--- src/verilog/stream_dma_pkg.sv ---
// --------------------
// stream dma shared definitions
// beat and block geometry, channel payload structs, response codes
// --------------------

package stream_dma_pkg;

  // --------------------
  // geometry
  // --------------------
  localparam int data_w          = 64;
  localparam int addr_w          = 16;
  localparam int len_w           = 8;
  localparam int cnt_w           = 8;
  localparam int beats_per_block = 16;
  localparam int beat_w          = $clog2(beats_per_block);

  // --------------------
  // payload types
  // --------------------
  typedef logic [data_w-1:0] data_t;
  typedef logic [addr_w-1:0] addr_t;

  // AW / AR request
  typedef struct packed {
    addr_t            addr;
    logic [len_w-1:0] len;
  } addr_req_t;

  typedef struct packed {
    data_t data;
    logic  last;
  } wbeat_t;

  typedef enum logic [1:0] {
    okay   = 2'b00,
    exokay = 2'b01,
    slverr = 2'b10,
    decerr = 2'b11
  } resp_e;

  typedef struct packed {
    data_t data;
    logic  last;
    resp_e resp;
  } rbeat_t;

  // --------------------
  // derived constants
  // --------------------
  // address stride between blocks, 128 bytes
  localparam addr_t block_bytes = addr_t'(beats_per_block * data_w / 8);

  // len field of a full block burst
  localparam logic [len_w-1:0] burst_len = len_w'(beats_per_block - 1);

  // beat index of the final beat in a block
  localparam logic [beat_w-1:0] last_beat = beat_w'(beats_per_block - 1);

endpackage

--- src/verilog/block_fetch.sv ---
// --------------------
// block fetcher
// counts host block writes to memory A, reads each block back in order
// and streams its beats to the kernel input
// --------------------

`timescale 1ns/1ns

module block_fetch (
  input  logic                      aclk,
  input  logic                      aresetn,
  input  logic                      ddra_b_valid,
  input  logic                      host_b_ready,
  output stream_dma_pkg::addr_req_t ddra_ar,
  output logic                      ddra_ar_valid,
  input  logic                      ddra_ar_ready,
  input  stream_dma_pkg::rbeat_t    ddra_r,
  input  logic                      ddra_r_valid,
  output logic                      ddra_r_ready,
  output stream_dma_pkg::data_t     fifo_in_bits,
  output logic                      fifo_in_vld,
  input  logic                      fifo_in_rdy,
  output logic                      block_done
);

  typedef enum logic {
    fetch_idle,
    fetch_req
  } fetch_state_e;

  fetch_state_e                     state;
  logic [stream_dma_pkg::cnt_w-1:0] pending_cnt;
  stream_dma_pkg::addr_t            fetch_addr;
  logic                             b_fire;
  logic                             ar_fire;

  // host write response completes one block in memory A
  assign b_fire     = ddra_b_valid & host_b_ready;
  assign ar_fire    = ddra_ar_valid & ddra_ar_ready;
  assign block_done = b_fire;

  // --------------------
  // pending block count
  // --------------------
  always_ff @(posedge aclk or negedge aresetn) begin
    if (!aresetn) begin
      pending_cnt <= '0;
    end else begin
      case ({b_fire, ar_fire})
        2'b10:   pending_cnt <= pending_cnt + 1'b1;
        2'b01:   pending_cnt <= pending_cnt - 1'b1;
        default: pending_cnt <= pending_cnt;
      endcase
    end
  end

  // --------------------
  // read request FSM
  // --------------------
  always_ff @(posedge aclk or negedge aresetn) begin
    if (!aresetn) begin
      state      <= fetch_idle;
      fetch_addr <= '0;
    end else begin
      case (state)
        fetch_idle: begin
          if (pending_cnt != '0) begin
            state <= fetch_req;
          end
        end
        fetch_req: begin
          if (ar_fire) begin
            state      <= fetch_idle;
            fetch_addr <= fetch_addr + stream_dma_pkg::block_bytes;
          end
        end
        default: state <= fetch_idle;
      endcase
    end
  end

  assign ddra_ar_valid = (state == fetch_req);
  assign ddra_ar.addr  = fetch_addr;
  assign ddra_ar.len   = stream_dma_pkg::burst_len;

  // read beats go straight to the kernel, back-pressure stalls memory A
  assign fifo_in_bits = ddra_r.data;
  assign fifo_in_vld  = ddra_r_valid;
  assign ddra_r_ready = fifo_in_rdy;

  // a block is only fetched after its write response was seen
  assert property (@(posedge aclk) disable iff (!aresetn)
    ar_fire |-> (pending_cnt != '0));

endmodule

--- src/verilog/block_store.sv ---
// --------------------
// result store
// writes kernel output to memory C, one block burst per host block,
// and reports each finished burst
// --------------------

`timescale 1ns/1ns

module block_store (
  input  logic                      aclk,
  input  logic                      aresetn,
  input  logic                      block_done,
  output stream_dma_pkg::addr_req_t ddrc_aw,
  output logic                      ddrc_aw_valid,
  input  logic                      ddrc_aw_ready,
  output stream_dma_pkg::wbeat_t    ddrc_w,
  output logic                      ddrc_w_valid,
  input  logic                      ddrc_w_ready,
  input  logic                      ddrc_b_valid,
  output logic                      ddrc_b_ready,
  input  stream_dma_pkg::data_t     fifo_out_bits,
  input  logic                      fifo_out_vld,
  output logic                      fifo_out_rdy,
  output logic                      stored
);

  logic [stream_dma_pkg::cnt_w-1:0]  wr_cnt;
  logic [stream_dma_pkg::beat_w-1:0] beat_cnt;
  stream_dma_pkg::addr_t             store_addr;
  logic                              aw_vld;
  logic                              aw_issue;
  logic                              aw_fire;
  logic                              w_fire;
  logic                              w_last;

  // new burst only when none is open
  assign aw_issue = (wr_cnt != '0) & ~aw_vld;
  assign aw_fire  = aw_vld & ddrc_aw_ready;
  assign w_fire   = ddrc_w_valid & ddrc_w_ready;
  assign w_last   = (beat_cnt == stream_dma_pkg::last_beat);

  // --------------------
  // write request side
  // --------------------
  always_ff @(posedge aclk or negedge aresetn) begin
    if (!aresetn) begin
      wr_cnt <= '0;
    end else begin
      case ({block_done, aw_issue})
        2'b10:   wr_cnt <= wr_cnt + 1'b1;
        2'b01:   wr_cnt <= wr_cnt - 1'b1;
        default: wr_cnt <= wr_cnt;
      endcase
    end
  end

  always_ff @(posedge aclk or negedge aresetn) begin
    if (!aresetn) begin
      aw_vld     <= 1'b0;
      store_addr <= '0;
    end else begin
      if (aw_issue) begin
        aw_vld <= 1'b1;
      end else if (aw_fire) begin
        aw_vld     <= 1'b0;
        store_addr <= store_addr + stream_dma_pkg::block_bytes;
      end
    end
  end

  assign ddrc_aw_valid = aw_vld;
  assign ddrc_aw.addr  = store_addr;
  assign ddrc_aw.len   = stream_dma_pkg::burst_len;

  // --------------------
  // write data side
  // --------------------
  always_ff @(posedge aclk or negedge aresetn) begin
    if (!aresetn) begin
      beat_cnt <= '0;
    end else if (w_fire) begin
      if (w_last) begin
        beat_cnt <= '0;
      end else begin
        beat_cnt <= beat_cnt + 1'b1;
      end
    end
  end

  assign ddrc_w.data  = fifo_out_bits;
  assign ddrc_w.last  = w_last;
  assign ddrc_w_valid = fifo_out_vld;
  assign fifo_out_rdy = ddrc_w_ready;

  // responses are always taken, each one is a stored block
  assign ddrc_b_ready = 1'b1;
  assign stored       = ddrc_b_valid;

  // counter wraps exactly after the beat marked last
  assert property (@(posedge aclk) disable iff (!aresetn)
    w_fire |=> ((beat_cnt == '0) == $past(ddrc_w.last)));

endmodule

--- src/verilog/host_read_gate.sv ---
// --------------------
// host read gate
// admits host read bursts on memory C only while stored result blocks
// are still unread
// --------------------

`timescale 1ns/1ns

module host_read_gate (
  input  logic                      aclk,
  input  logic                      aresetn,
  input  logic                      stored,
  input  stream_dma_pkg::addr_req_t host_ar,
  input  logic                      host_ar_valid,
  output logic                      host_ar_ready,
  output stream_dma_pkg::addr_req_t ddrc_ar,
  output logic                      ddrc_ar_valid,
  input  logic                      ddrc_ar_ready
);

  logic [stream_dma_pkg::cnt_w-1:0] credit_cnt;
  logic [stream_dma_pkg::cnt_w-1:0] credit_nxt;
  logic                             avail;
  logic                             ar_fire;

  assign ar_fire = host_ar_valid & host_ar_ready;

  always_comb begin
    case ({stored, ar_fire})
      2'b10:   credit_nxt = credit_cnt + 1'b1;
      2'b01:   credit_nxt = credit_cnt - 1'b1;
      default: credit_nxt = credit_cnt;
    endcase
  end

  always_ff @(posedge aclk or negedge aresetn) begin
    if (!aresetn) begin
      credit_cnt <= '0;
    end else begin
      credit_cnt <= credit_nxt;
    end
  end

  // rises a cycle after the credit arrives, drops together with the last credit
  always_ff @(posedge aclk or negedge aresetn) begin
    if (!aresetn) begin
      avail <= 1'b0;
    end else begin
      avail <= (credit_cnt != '0) & (credit_nxt != '0);
    end
  end

  assign ddrc_ar       = host_ar;
  assign ddrc_ar_valid = host_ar_valid & avail;
  assign host_ar_ready = ddrc_ar_ready & avail;

  // host never reads a block that has not been written back
  assert property (@(posedge aclk) disable iff (!aresetn)
    ar_fire |-> (credit_cnt != '0));

endmodule

--- src/verilog/stream_dma_top.sv ---
// --------------------
// stream dma top
// host writes to memory A, block fetch to the kernel, result store to
// memory C and gated host reads of memory C
// --------------------

`timescale 1ns/1ns

module stream_dma_top (
  input  logic                      aclk,
  input  logic                      aresetn,

  // host side
  input  stream_dma_pkg::addr_req_t host_aw,
  input  logic                      host_aw_valid,
  output logic                      host_aw_ready,
  input  stream_dma_pkg::wbeat_t    host_w,
  input  logic                      host_w_valid,
  output logic                      host_w_ready,
  output stream_dma_pkg::resp_e     host_b_resp,
  output logic                      host_b_valid,
  input  logic                      host_b_ready,
  input  stream_dma_pkg::addr_req_t host_ar,
  input  logic                      host_ar_valid,
  output logic                      host_ar_ready,
  output stream_dma_pkg::rbeat_t    host_r,
  output logic                      host_r_valid,
  input  logic                      host_r_ready,

  // memory A
  output stream_dma_pkg::addr_req_t ddra_aw,
  output logic                      ddra_aw_valid,
  input  logic                      ddra_aw_ready,
  output stream_dma_pkg::wbeat_t    ddra_w,
  output logic                      ddra_w_valid,
  input  logic                      ddra_w_ready,
  input  stream_dma_pkg::resp_e     ddra_b_resp,
  input  logic                      ddra_b_valid,
  output logic                      ddra_b_ready,
  output stream_dma_pkg::addr_req_t ddra_ar,
  output logic                      ddra_ar_valid,
  input  logic                      ddra_ar_ready,
  input  stream_dma_pkg::rbeat_t    ddra_r,
  input  logic                      ddra_r_valid,
  output logic                      ddra_r_ready,

  // memory C
  output stream_dma_pkg::addr_req_t ddrc_aw,
  output logic                      ddrc_aw_valid,
  input  logic                      ddrc_aw_ready,
  output stream_dma_pkg::wbeat_t    ddrc_w,
  output logic                      ddrc_w_valid,
  input  logic                      ddrc_w_ready,
  input  stream_dma_pkg::resp_e     ddrc_b_resp,
  input  logic                      ddrc_b_valid,
  output logic                      ddrc_b_ready,
  output stream_dma_pkg::addr_req_t ddrc_ar,
  output logic                      ddrc_ar_valid,
  input  logic                      ddrc_ar_ready,
  input  stream_dma_pkg::rbeat_t    ddrc_r,
  input  logic                      ddrc_r_valid,
  output logic                      ddrc_r_ready,

  // kernel streams
  output stream_dma_pkg::data_t     fifo_in_bits,
  output logic                      fifo_in_vld,
  input  logic                      fifo_in_rdy,
  input  stream_dma_pkg::data_t     fifo_out_bits,
  input  logic                      fifo_out_vld,
  output logic                      fifo_out_rdy
);

  logic block_done;
  logic stored;

  // --------------------
  // host write pass-through
  // --------------------
  assign ddra_aw       = host_aw;
  assign ddra_aw_valid = host_aw_valid;
  assign host_aw_ready = ddra_aw_ready;
  assign ddra_w        = host_w;
  assign ddra_w_valid  = host_w_valid;
  assign host_w_ready  = ddra_w_ready;
  assign host_b_resp   = ddra_b_resp;
  assign host_b_valid  = ddra_b_valid;
  assign ddra_b_ready  = host_b_ready;

  // host read data straight from memory C
  assign host_r       = ddrc_r;
  assign host_r_valid = ddrc_r_valid;
  assign ddrc_r_ready = host_r_ready;

  block_fetch i_block_fetch (
    .aclk          (aclk),
    .aresetn       (aresetn),
    .ddra_b_valid  (ddra_b_valid),
    .host_b_ready  (host_b_ready),
    .ddra_ar       (ddra_ar),
    .ddra_ar_valid (ddra_ar_valid),
    .ddra_ar_ready (ddra_ar_ready),
    .ddra_r        (ddra_r),
    .ddra_r_valid  (ddra_r_valid),
    .ddra_r_ready  (ddra_r_ready),
    .fifo_in_bits  (fifo_in_bits),
    .fifo_in_vld   (fifo_in_vld),
    .fifo_in_rdy   (fifo_in_rdy),
    .block_done    (block_done)
  );

  block_store i_block_store (
    .aclk          (aclk),
    .aresetn       (aresetn),
    .block_done    (block_done),
    .ddrc_aw       (ddrc_aw),
    .ddrc_aw_valid (ddrc_aw_valid),
    .ddrc_aw_ready (ddrc_aw_ready),
    .ddrc_w        (ddrc_w),
    .ddrc_w_valid  (ddrc_w_valid),
    .ddrc_w_ready  (ddrc_w_ready),
    .ddrc_b_valid  (ddrc_b_valid),
    .ddrc_b_ready  (ddrc_b_ready),
    .fifo_out_bits (fifo_out_bits),
    .fifo_out_vld  (fifo_out_vld),
    .fifo_out_rdy  (fifo_out_rdy),
    .stored        (stored)
  );

  host_read_gate i_host_read_gate (
    .aclk          (aclk),
    .aresetn       (aresetn),
    .stored        (stored),
    .host_ar       (host_ar),
    .host_ar_valid (host_ar_valid),
    .host_ar_ready (host_ar_ready),
    .ddrc_ar       (ddrc_ar),
    .ddrc_ar_valid (ddrc_ar_valid),
    .ddrc_ar_ready (ddrc_ar_ready)
  );

endmodule
--- config.mk ---
export PLATFORM = sky130hd
export DESIGN_NAME = stream_dma_top
export DESIGN_NICKNAME = d
export VERILOG_FILES = /design/src/verilog/stream_dma_pkg.sv /design/src/verilog/block_fetch.sv /design/src/verilog/block_store.sv /design/src/verilog/host_read_gate.sv /design/src/verilog/stream_dma_top.sv
export SDC_FILE = /design/constraint.sdc
export NUM_CORES = 1
export LEC_CHECK = 0
export BUFFER_PORTS_ARGS = -buffer_cell sky130_fd_sc_hd__buf_2
export CAP_MARGIN = 5
export CORE_AREA = 2 2 276 278
export DETAILED_ROUTE_END_ITERATION = 10
export DIE_AREA = 0 0 278 280
export PLACE_DENSITY = 0.34
export SLEW_MARGIN = 20
export SYNTH_ARGS = -nofsm -noshare
export SYNTH_HDL_FRONTEND = slang
export SYNTH_SLANG_ARGS = --single-unit
--- constraint.sdc ---
create_clock -name aclk -period 4.54 [get_ports aclk]
set_input_delay 0.681 -clock aclk [delete_from_list [all_inputs] [get_ports aclk]]
set_output_delay 0.681 -clock aclk [all_outputs]
set_load 0.1 [all_outputs]
Yosys cells after proc, flatten, opt, wreduce, memory -nomap -nowiden
Index checks and enable logic that the tools add are counted.
{"block": "totals", "reg_bits": 63, "elab_cells": 55}
{"block": "op_classes", "addsub": 9, "n_eq_ne": 7, "mux": 9, "n_bitwise": 12, "reduce_logical": 9}
{"cell": "one-hot mux 8 bit (2 select lines)", "n": 3}
{"cell": "adder 16 x 8 -> 16 bit, second input constant", "n": 2}
{"cell": "nonzero test 8 bit", "n": 4}
{"cell": "adder 8 x 1 -> 8 bit, second input constant", "n": 3}
{"cell": "subtractor 8 x 1 -> 8 bit, second input constant", "n": 3}
{"cell": "bitwise AND 1 bit", "n": 9}
{"cell": "== test 2 x 1 -> 1 bit, second input constant", "n": 3}
{"cell": "== test 2 bit, second input constant", "n": 3}
{"cell": "nonzero test 2 bit", "n": 3}
{"cell": "adder 4 x 1 -> 4 bit, second input constant", "n": 1}
{"cell": "== test 4 bit, second input constant", "n": 1}
{"cell": "2-to-1 mux 1 bit", "n": 4}
{"cell": "2-to-1 mux 4 bit", "n": 1}
{"cell": "AND reduction 2 bit", "n": 2}
{"cell": "NOT 1 bit", "n": 3}
{"cell": "one-hot mux 1 bit (2 select lines)", "n": 1}

Depth between registers and ports, before layout
{"block": "logic_depth", "ltp_word": 6, "mapped_depth": 11, "mapped_depth_nobuf": 11}

Modules after synthesis
A second synthesis with hierarchy kept.
{"block": "hier_totals", "hier_cells": 700, "area_unflattened_um2": 5964.5}
{"mod": "block_store", "n_inst": 1, "cells_each": 207, "area_each_um2": 1894.3, "seq_area_each_um2": 550.5}
{"mod": "block_fetch", "n_inst": 1, "cells_each": 218, "area_each_um2": 1874.3, "seq_area_each_um2": 450.4}
{"mod": "stream_dma_top", "n_inst": 1, "cells_each": 166, "area_each_um2": 1246.2, "seq_area_each_um2": 0.0}
{"mod": "host_read_gate", "n_inst": 1, "cells_each": 109, "area_each_um2": 949.7, "seq_area_each_um2": 225.2}

Worst setup path after synthesis
No wires, ideal clock.
{"block": "synth_path", "path_kind": "reg2reg", "start": "register i_block_fetch.state, in the netlist i_block_fetch.ddra_ar_valid", "end": "register i_block_fetch.pending_cnt[6] (netlist name)", "arrival_time_ns": 2.953, "slack_ns": 1.492, "stages_incl_launch_ff": 12, "n_path_buf": 1, "period_less_slack_ns": 3.048, "cell_sequence": "dfrtp_1 and2_1 clkbuf_1 ha_1 inv_1 fa_1 nor2b_1 o21ai_0 a21oi_1 o21ai_1 and3_1 o31ai_1"}
{"block": "synth_via", "elab_chain_len": 3, "elab_cells_between_ends": 5, "cone_classes": "eq/ne (2); mux (1); bitwise (1); reduce/logical (1)"}
{"element": "start: declaration", "line": "block_fetch.sv:31", "rtl": "fetch_state_e state;"}
{"element": "start signal: assignment", "line": "block_fetch.sv:62", "rtl": "state <= fetch_idle;"}
{"element": "start signal: assignment", "line": "block_fetch.sv:68", "rtl": "state <= fetch_req;"}
{"element": "start signal: assignment", "line": "block_fetch.sv:73", "rtl": "state <= fetch_idle;"}
{"element": "bitwise AND 1 bit *", "line": "block_fetch.sv:39", "rtl": "assign ar_fire = ddra_ar_valid & ddra_ar_ready;"}
{"element": "== test 2 x 1 -> 1 bit or == test 2 bit (tied branches)", "line": "block_fetch.sv:49", "rtl": "case ({b_fire, ar_fire})"}
{"element": "one-hot mux 8 bit (2 select lines) or nonzero test 2 bit (tied branches)"}
{"element": "end signal: assignment", "line": "block_fetch.sv:50", "rtl": "2'b10: pending_cnt <= pending_cnt + 1'b1;"}
{"element": "end signal: assignment", "line": "block_fetch.sv:51", "rtl": "2'b01: pending_cnt <= pending_cnt - 1'b1;"}
{"element": "end signal: assignment", "line": "block_fetch.sv:52", "rtl": "default: pending_cnt <= pending_cnt;"}
{"element": "end: declaration", "line": "block_fetch.sv:32", "rtl": "logic [stream_dma_pkg::cnt_w-1:0] pending_cnt;"}
Every way passes the cells marked *; elsewhere a longest branch is shown, timed or not.
A chain may end at the register's enable or synchronous reset.

Final worst setup path
{"block": "layout_path", "start": "input host_ar_valid", "end": "register i_host_read_gate.avail"}
{"block": "layout_via", "elab_chain_len": 5, "elab_cells_between_ends": 6, "cone_classes": "eq/ne (2); mux (1); bitwise (2); reduce/logical (1)"}
{"element": "start: declaration", "line": "stream_dma_top.sv:24", "rtl": "input logic host_ar_valid,"}
{"element": "bitwise AND 1 bit *", "line": "host_read_gate.sv:26", "rtl": "assign ar_fire = host_ar_valid & host_ar_ready;"}
{"element": "== test 2 x 1 -> 1 bit or == test 2 bit (tied branches)", "line": "host_read_gate.sv:29", "rtl": "case ({stored, ar_fire})"}
{"element": "one-hot mux 8 bit (2 select lines) *", "line": "host_read_gate.sv:29"}
{"element": "via i_host_read_gate.credit_nxt (one bit)", "line": "host_read_gate.sv:22", "rtl": "logic [stream_dma_pkg::cnt_w-1:0] credit_nxt;"}
{"element": "nonzero test 8 bit *", "line": "host_read_gate.sv:49", "rtl": "avail <= (credit_cnt != '0) & (credit_nxt != '0);"}
{"element": "bitwise AND 1 bit *", "line": "host_read_gate.sv:49"}
{"element": "end signal: assignment", "line": "host_read_gate.sv:49"}
{"element": "end: declaration", "line": "host_read_gate.sv:23", "rtl": "logic avail;"}
Mark *: on every way through the listed nets, which the timed path passes. The rest lies on a longest branch.

==> key figures <==
Run status
  • Outcome: finished clean

Logic synthesis
  • Dominant synthesized flop cell: dfrtp_1
  • Register bit total from synthesis: 49
  • Yosys Warn Count: 0
  • Avg Synthesized Cell Area: 8.431 um2
  • Mapped cell area: 5708 um2
  • Commonest cells in the netlist: buf_4, dfrtp_1, nand2_1, xnor2_1, inv_1
  • Yosys top cell by area: buf_4
  • EDFF count, synth: 0
  • Share of the synthesized area in the top cell type: 46.56%
  • Most frequent cell after synthesis: buf_4
  • Post-synthesis cell type count: 56
  • Top cells by area, synth: buf_4, dfrtp_1, ha_1
  • Sequential share of the synthesized area: 21.48%
  • Synth Instances: 677
  • Async SR Flop Fraction: 100.0%

Die
  • Die W: 278 um
  • Starting Density: 7.591%
  • Core area: 75190 um2
  • Full die area: 77840 um2
  • Chip Height: 280 um
  • Ports: 710
  • # rows: 101

Worst setup path
  • CP startpoint kind: input pin
  • WS Path Type: in2reg
  • Worst Setup End Kind: flip-flop
  • Max FO, Critical Path: 13
  • Critical path required time: 4.72 ns
  • Worst EP arrival: 3.19 ns

Timing
  • Hold Vio Cnt, Final: 0
  • Final setup violation count: 0
  • Crit share post-route: 66.31%
  • Worst hold slack: 0.3783 ns
  • Setup TNS Final: 0 ns
  • Post-layout minimum cycle time: 3.011 ns
  • Worst slew pin tran: 0.6425 ns
  • Setup Skew: 0.01164 ns
  • Setup ws final: 1.529 ns
  • Pins Over Slew Limit: 0
  • RSZ-0062 raised after global routing: false
  • Fmax: 0.3322 GHz
  • Worst slew margin: 57.17%

Route
  • 1st-pass router iterations: 4
  • Detail Route Antenna Nets: 0
  • Average routed wire per standard cell: 11.50 um
  • # DRC: 0
  • Routed Wire Length: 15.68 mm
  • Vias: 2909
  • DR vias/cell: 2.133
  • Initial DRC Count: 146

CTS
  • Reg clk slew, reported paths: 0.07 ns
  • Post-CTS Setup Inserts: 0
  • CTS tree: built
  • CTS Hold Buffers Added: 0
  • Clock root buffer: clkbuf_16
  • Number of H-tree levels: 2
  • Clk_lat worst skew: 0.32 ns
  • Post-CTS sizing: 0
  • CTS buffer count: 5
  • CTS Sinks: 49
  • Clock tree buffer depth: 2

Cells and area
  • Post-route cell area: 4652 um2
  • FF/Latch Area: 1226 um2
  • Filler cells: 8781
  • Ant diodes: 0
  • Non-Filler Instances: 1364
  • Fin nets: 741
  • Area Overhead vs Synth: -18.50%
  • Share of cells above drive strength 1: 14.25%
  • Multi-input logic area: 1780 um2

Placement
  • RD Place Congestion: 0.6689
  • Placed Area: 4509 um2
  • Setup WS pre-CTS: 1.154 ns
  • Post-Place Cells: 1356
  • Dpl hpwl: 12.57 mm
  • IO Port Bufs: 37

GRT
  • Overflow after GRT: 0
  • Total GRT Usage: 3.903%
  • Vias in the first global route: 3046
  • Largest net degree at the start of global routing: 28
  • Initial antenna violation count: 0
  • Global-route wire length before repair: 21.38 mm

Pwr
  • Worst VDD drop: 0.2233 mV
  • Pwr Density: 575.9 nW/um2
  • Lkg Pwr: 1.673 nW

Run
  • MaxCap Viol Count: 0

Worst hold path
  • Min-delay worst type: in2async
-- sequential cells by signal (all words and copies together), names as in the netlist --
register                     count
i_block_store.wr_cnt             8
i_block_fetch.pending_cnt        8
i_block_store.beat_cnt           4
i_host_read_gate.avail           1
i_block_store.store_addr         9
i_block_fetch.fetch_addr         9
i_block_store.ddrc_aw_valid      1
i_host_read_gate.credit_cnt      8
i_block_fetch.ddra_ar_valid      1
-- worst paths after layout --
path | startpoint | end | slack, ns | depth (start not counted)
max | host_ar_valid | i_host_read_gate.avail | 1.53 | 11
min | aresetn | i_block_store.store_addr[12] | 0.38 | 1
max reg2reg | i_block_store.wr_cnt[5] | i_block_store.wr_cnt[7] | 1.55 | 10
min reg2reg | i_block_store.store_addr[15] | i_block_store.store_addr[15] | 0.47 | 1
max in group asynchronous | aresetn | i_host_read_gate.avail | 3.28 | 2
min in group aclk | i_block_store.store_addr[15] | i_block_store.store_addr[15] | 0.47 | 1
-- final cells by class --
cell class                 instances  area share, %
timing repair buffer              38          4.142
multi-input combinational        268          38.27
tap                              978          26.30
inverter                          23          1.856
clock buffer                       6          2.770
sequential                        49          26.36
clock inverter                     2         0.2959
-- layout by cell type (no fill, tap or decap), types with 4 or more instances in the layout --
cell        n
nand2_1    29
nand4_1     4
clkbuf_16   5
o211ai_1    4
o31ai_1     5
nand3_1    14
inv_1      22
or3_1       6
o21ai_0    17
nor3_1      4
and2_1      4
mux2_2      5
xnor2_1    23
nor4_1      4
ha_1       20
and3_1      8
buf_2      37
a21o_1      4
conb_1     31
a21oi_1    16
nor2_1     13
dfrtp_1    49
xor2_1     10
a31oi_1     5
-- power breakdown --
| group | switching [W] | internal, W | leakage, nW | total (W) |
|---|---|---|---|---|
| Combinational | 0.000993 | 0.000425 | 1.00 | 0.00142 |
| Clock | 0.000198 | 0.000207 | 0.0712 | 0.000405 |
| Sequential | 0.000241 | 0.000615 | 0.600 | 0.000856 |
| Total | 0.00143 | 0.00125 | 1.67 | 0.00268 |
-- kinds of logic after synthesis --
kind of cell	share of synthesized area, %
buffers and inverters	49.23
AND/OR/NAND/NOR	9.185
AO/OA/AOI/OAI	8.549
flip-flops	21.48
XOR/XNOR	5.348
adder cells (fa/ha/maj)	5.086
multiplexers	0.9863
other	0.1316
-- critical path, stage by stage --
cell and delay (ns):
buf_2 0.10, and3_1 0.20, ha_1 0.36, xor2_1 0.23, ha_1 0.27, and4_1 0.23
a221o_1 0.34, a22oi_1 0.26, xnor2_2 0.10, nor4_1 0.29, a31oi_1 0.12
-- per-layer routing --
| metal | vias up | global-route usage (%) | routed length [um] |
|---|---|---|---|
| met5 | - | 0.4378 | 0 |
| met4 | 0 | 3.257 | 1200 |
| met3 | 97 | 4.363 | 3266 |
| met2 | 337 | 4.359 | 5628 |
| met1 | 1238 | 3.778 | 5585 |
| li1 | 1237 | - | - |
-- stage by stage --
stage          total power, W  utilization [%]
6_report             0.002679            6.187
3_5_place_dp         0.002291            5.997
4_1_cts              0.002733            6.187
3_3_place_gp         0.002303            5.997
5_1_grt              0.002905            6.187
2_1_floorplan        0.003358                -
No activity file was read; power rests on OpenSTA's default activity.
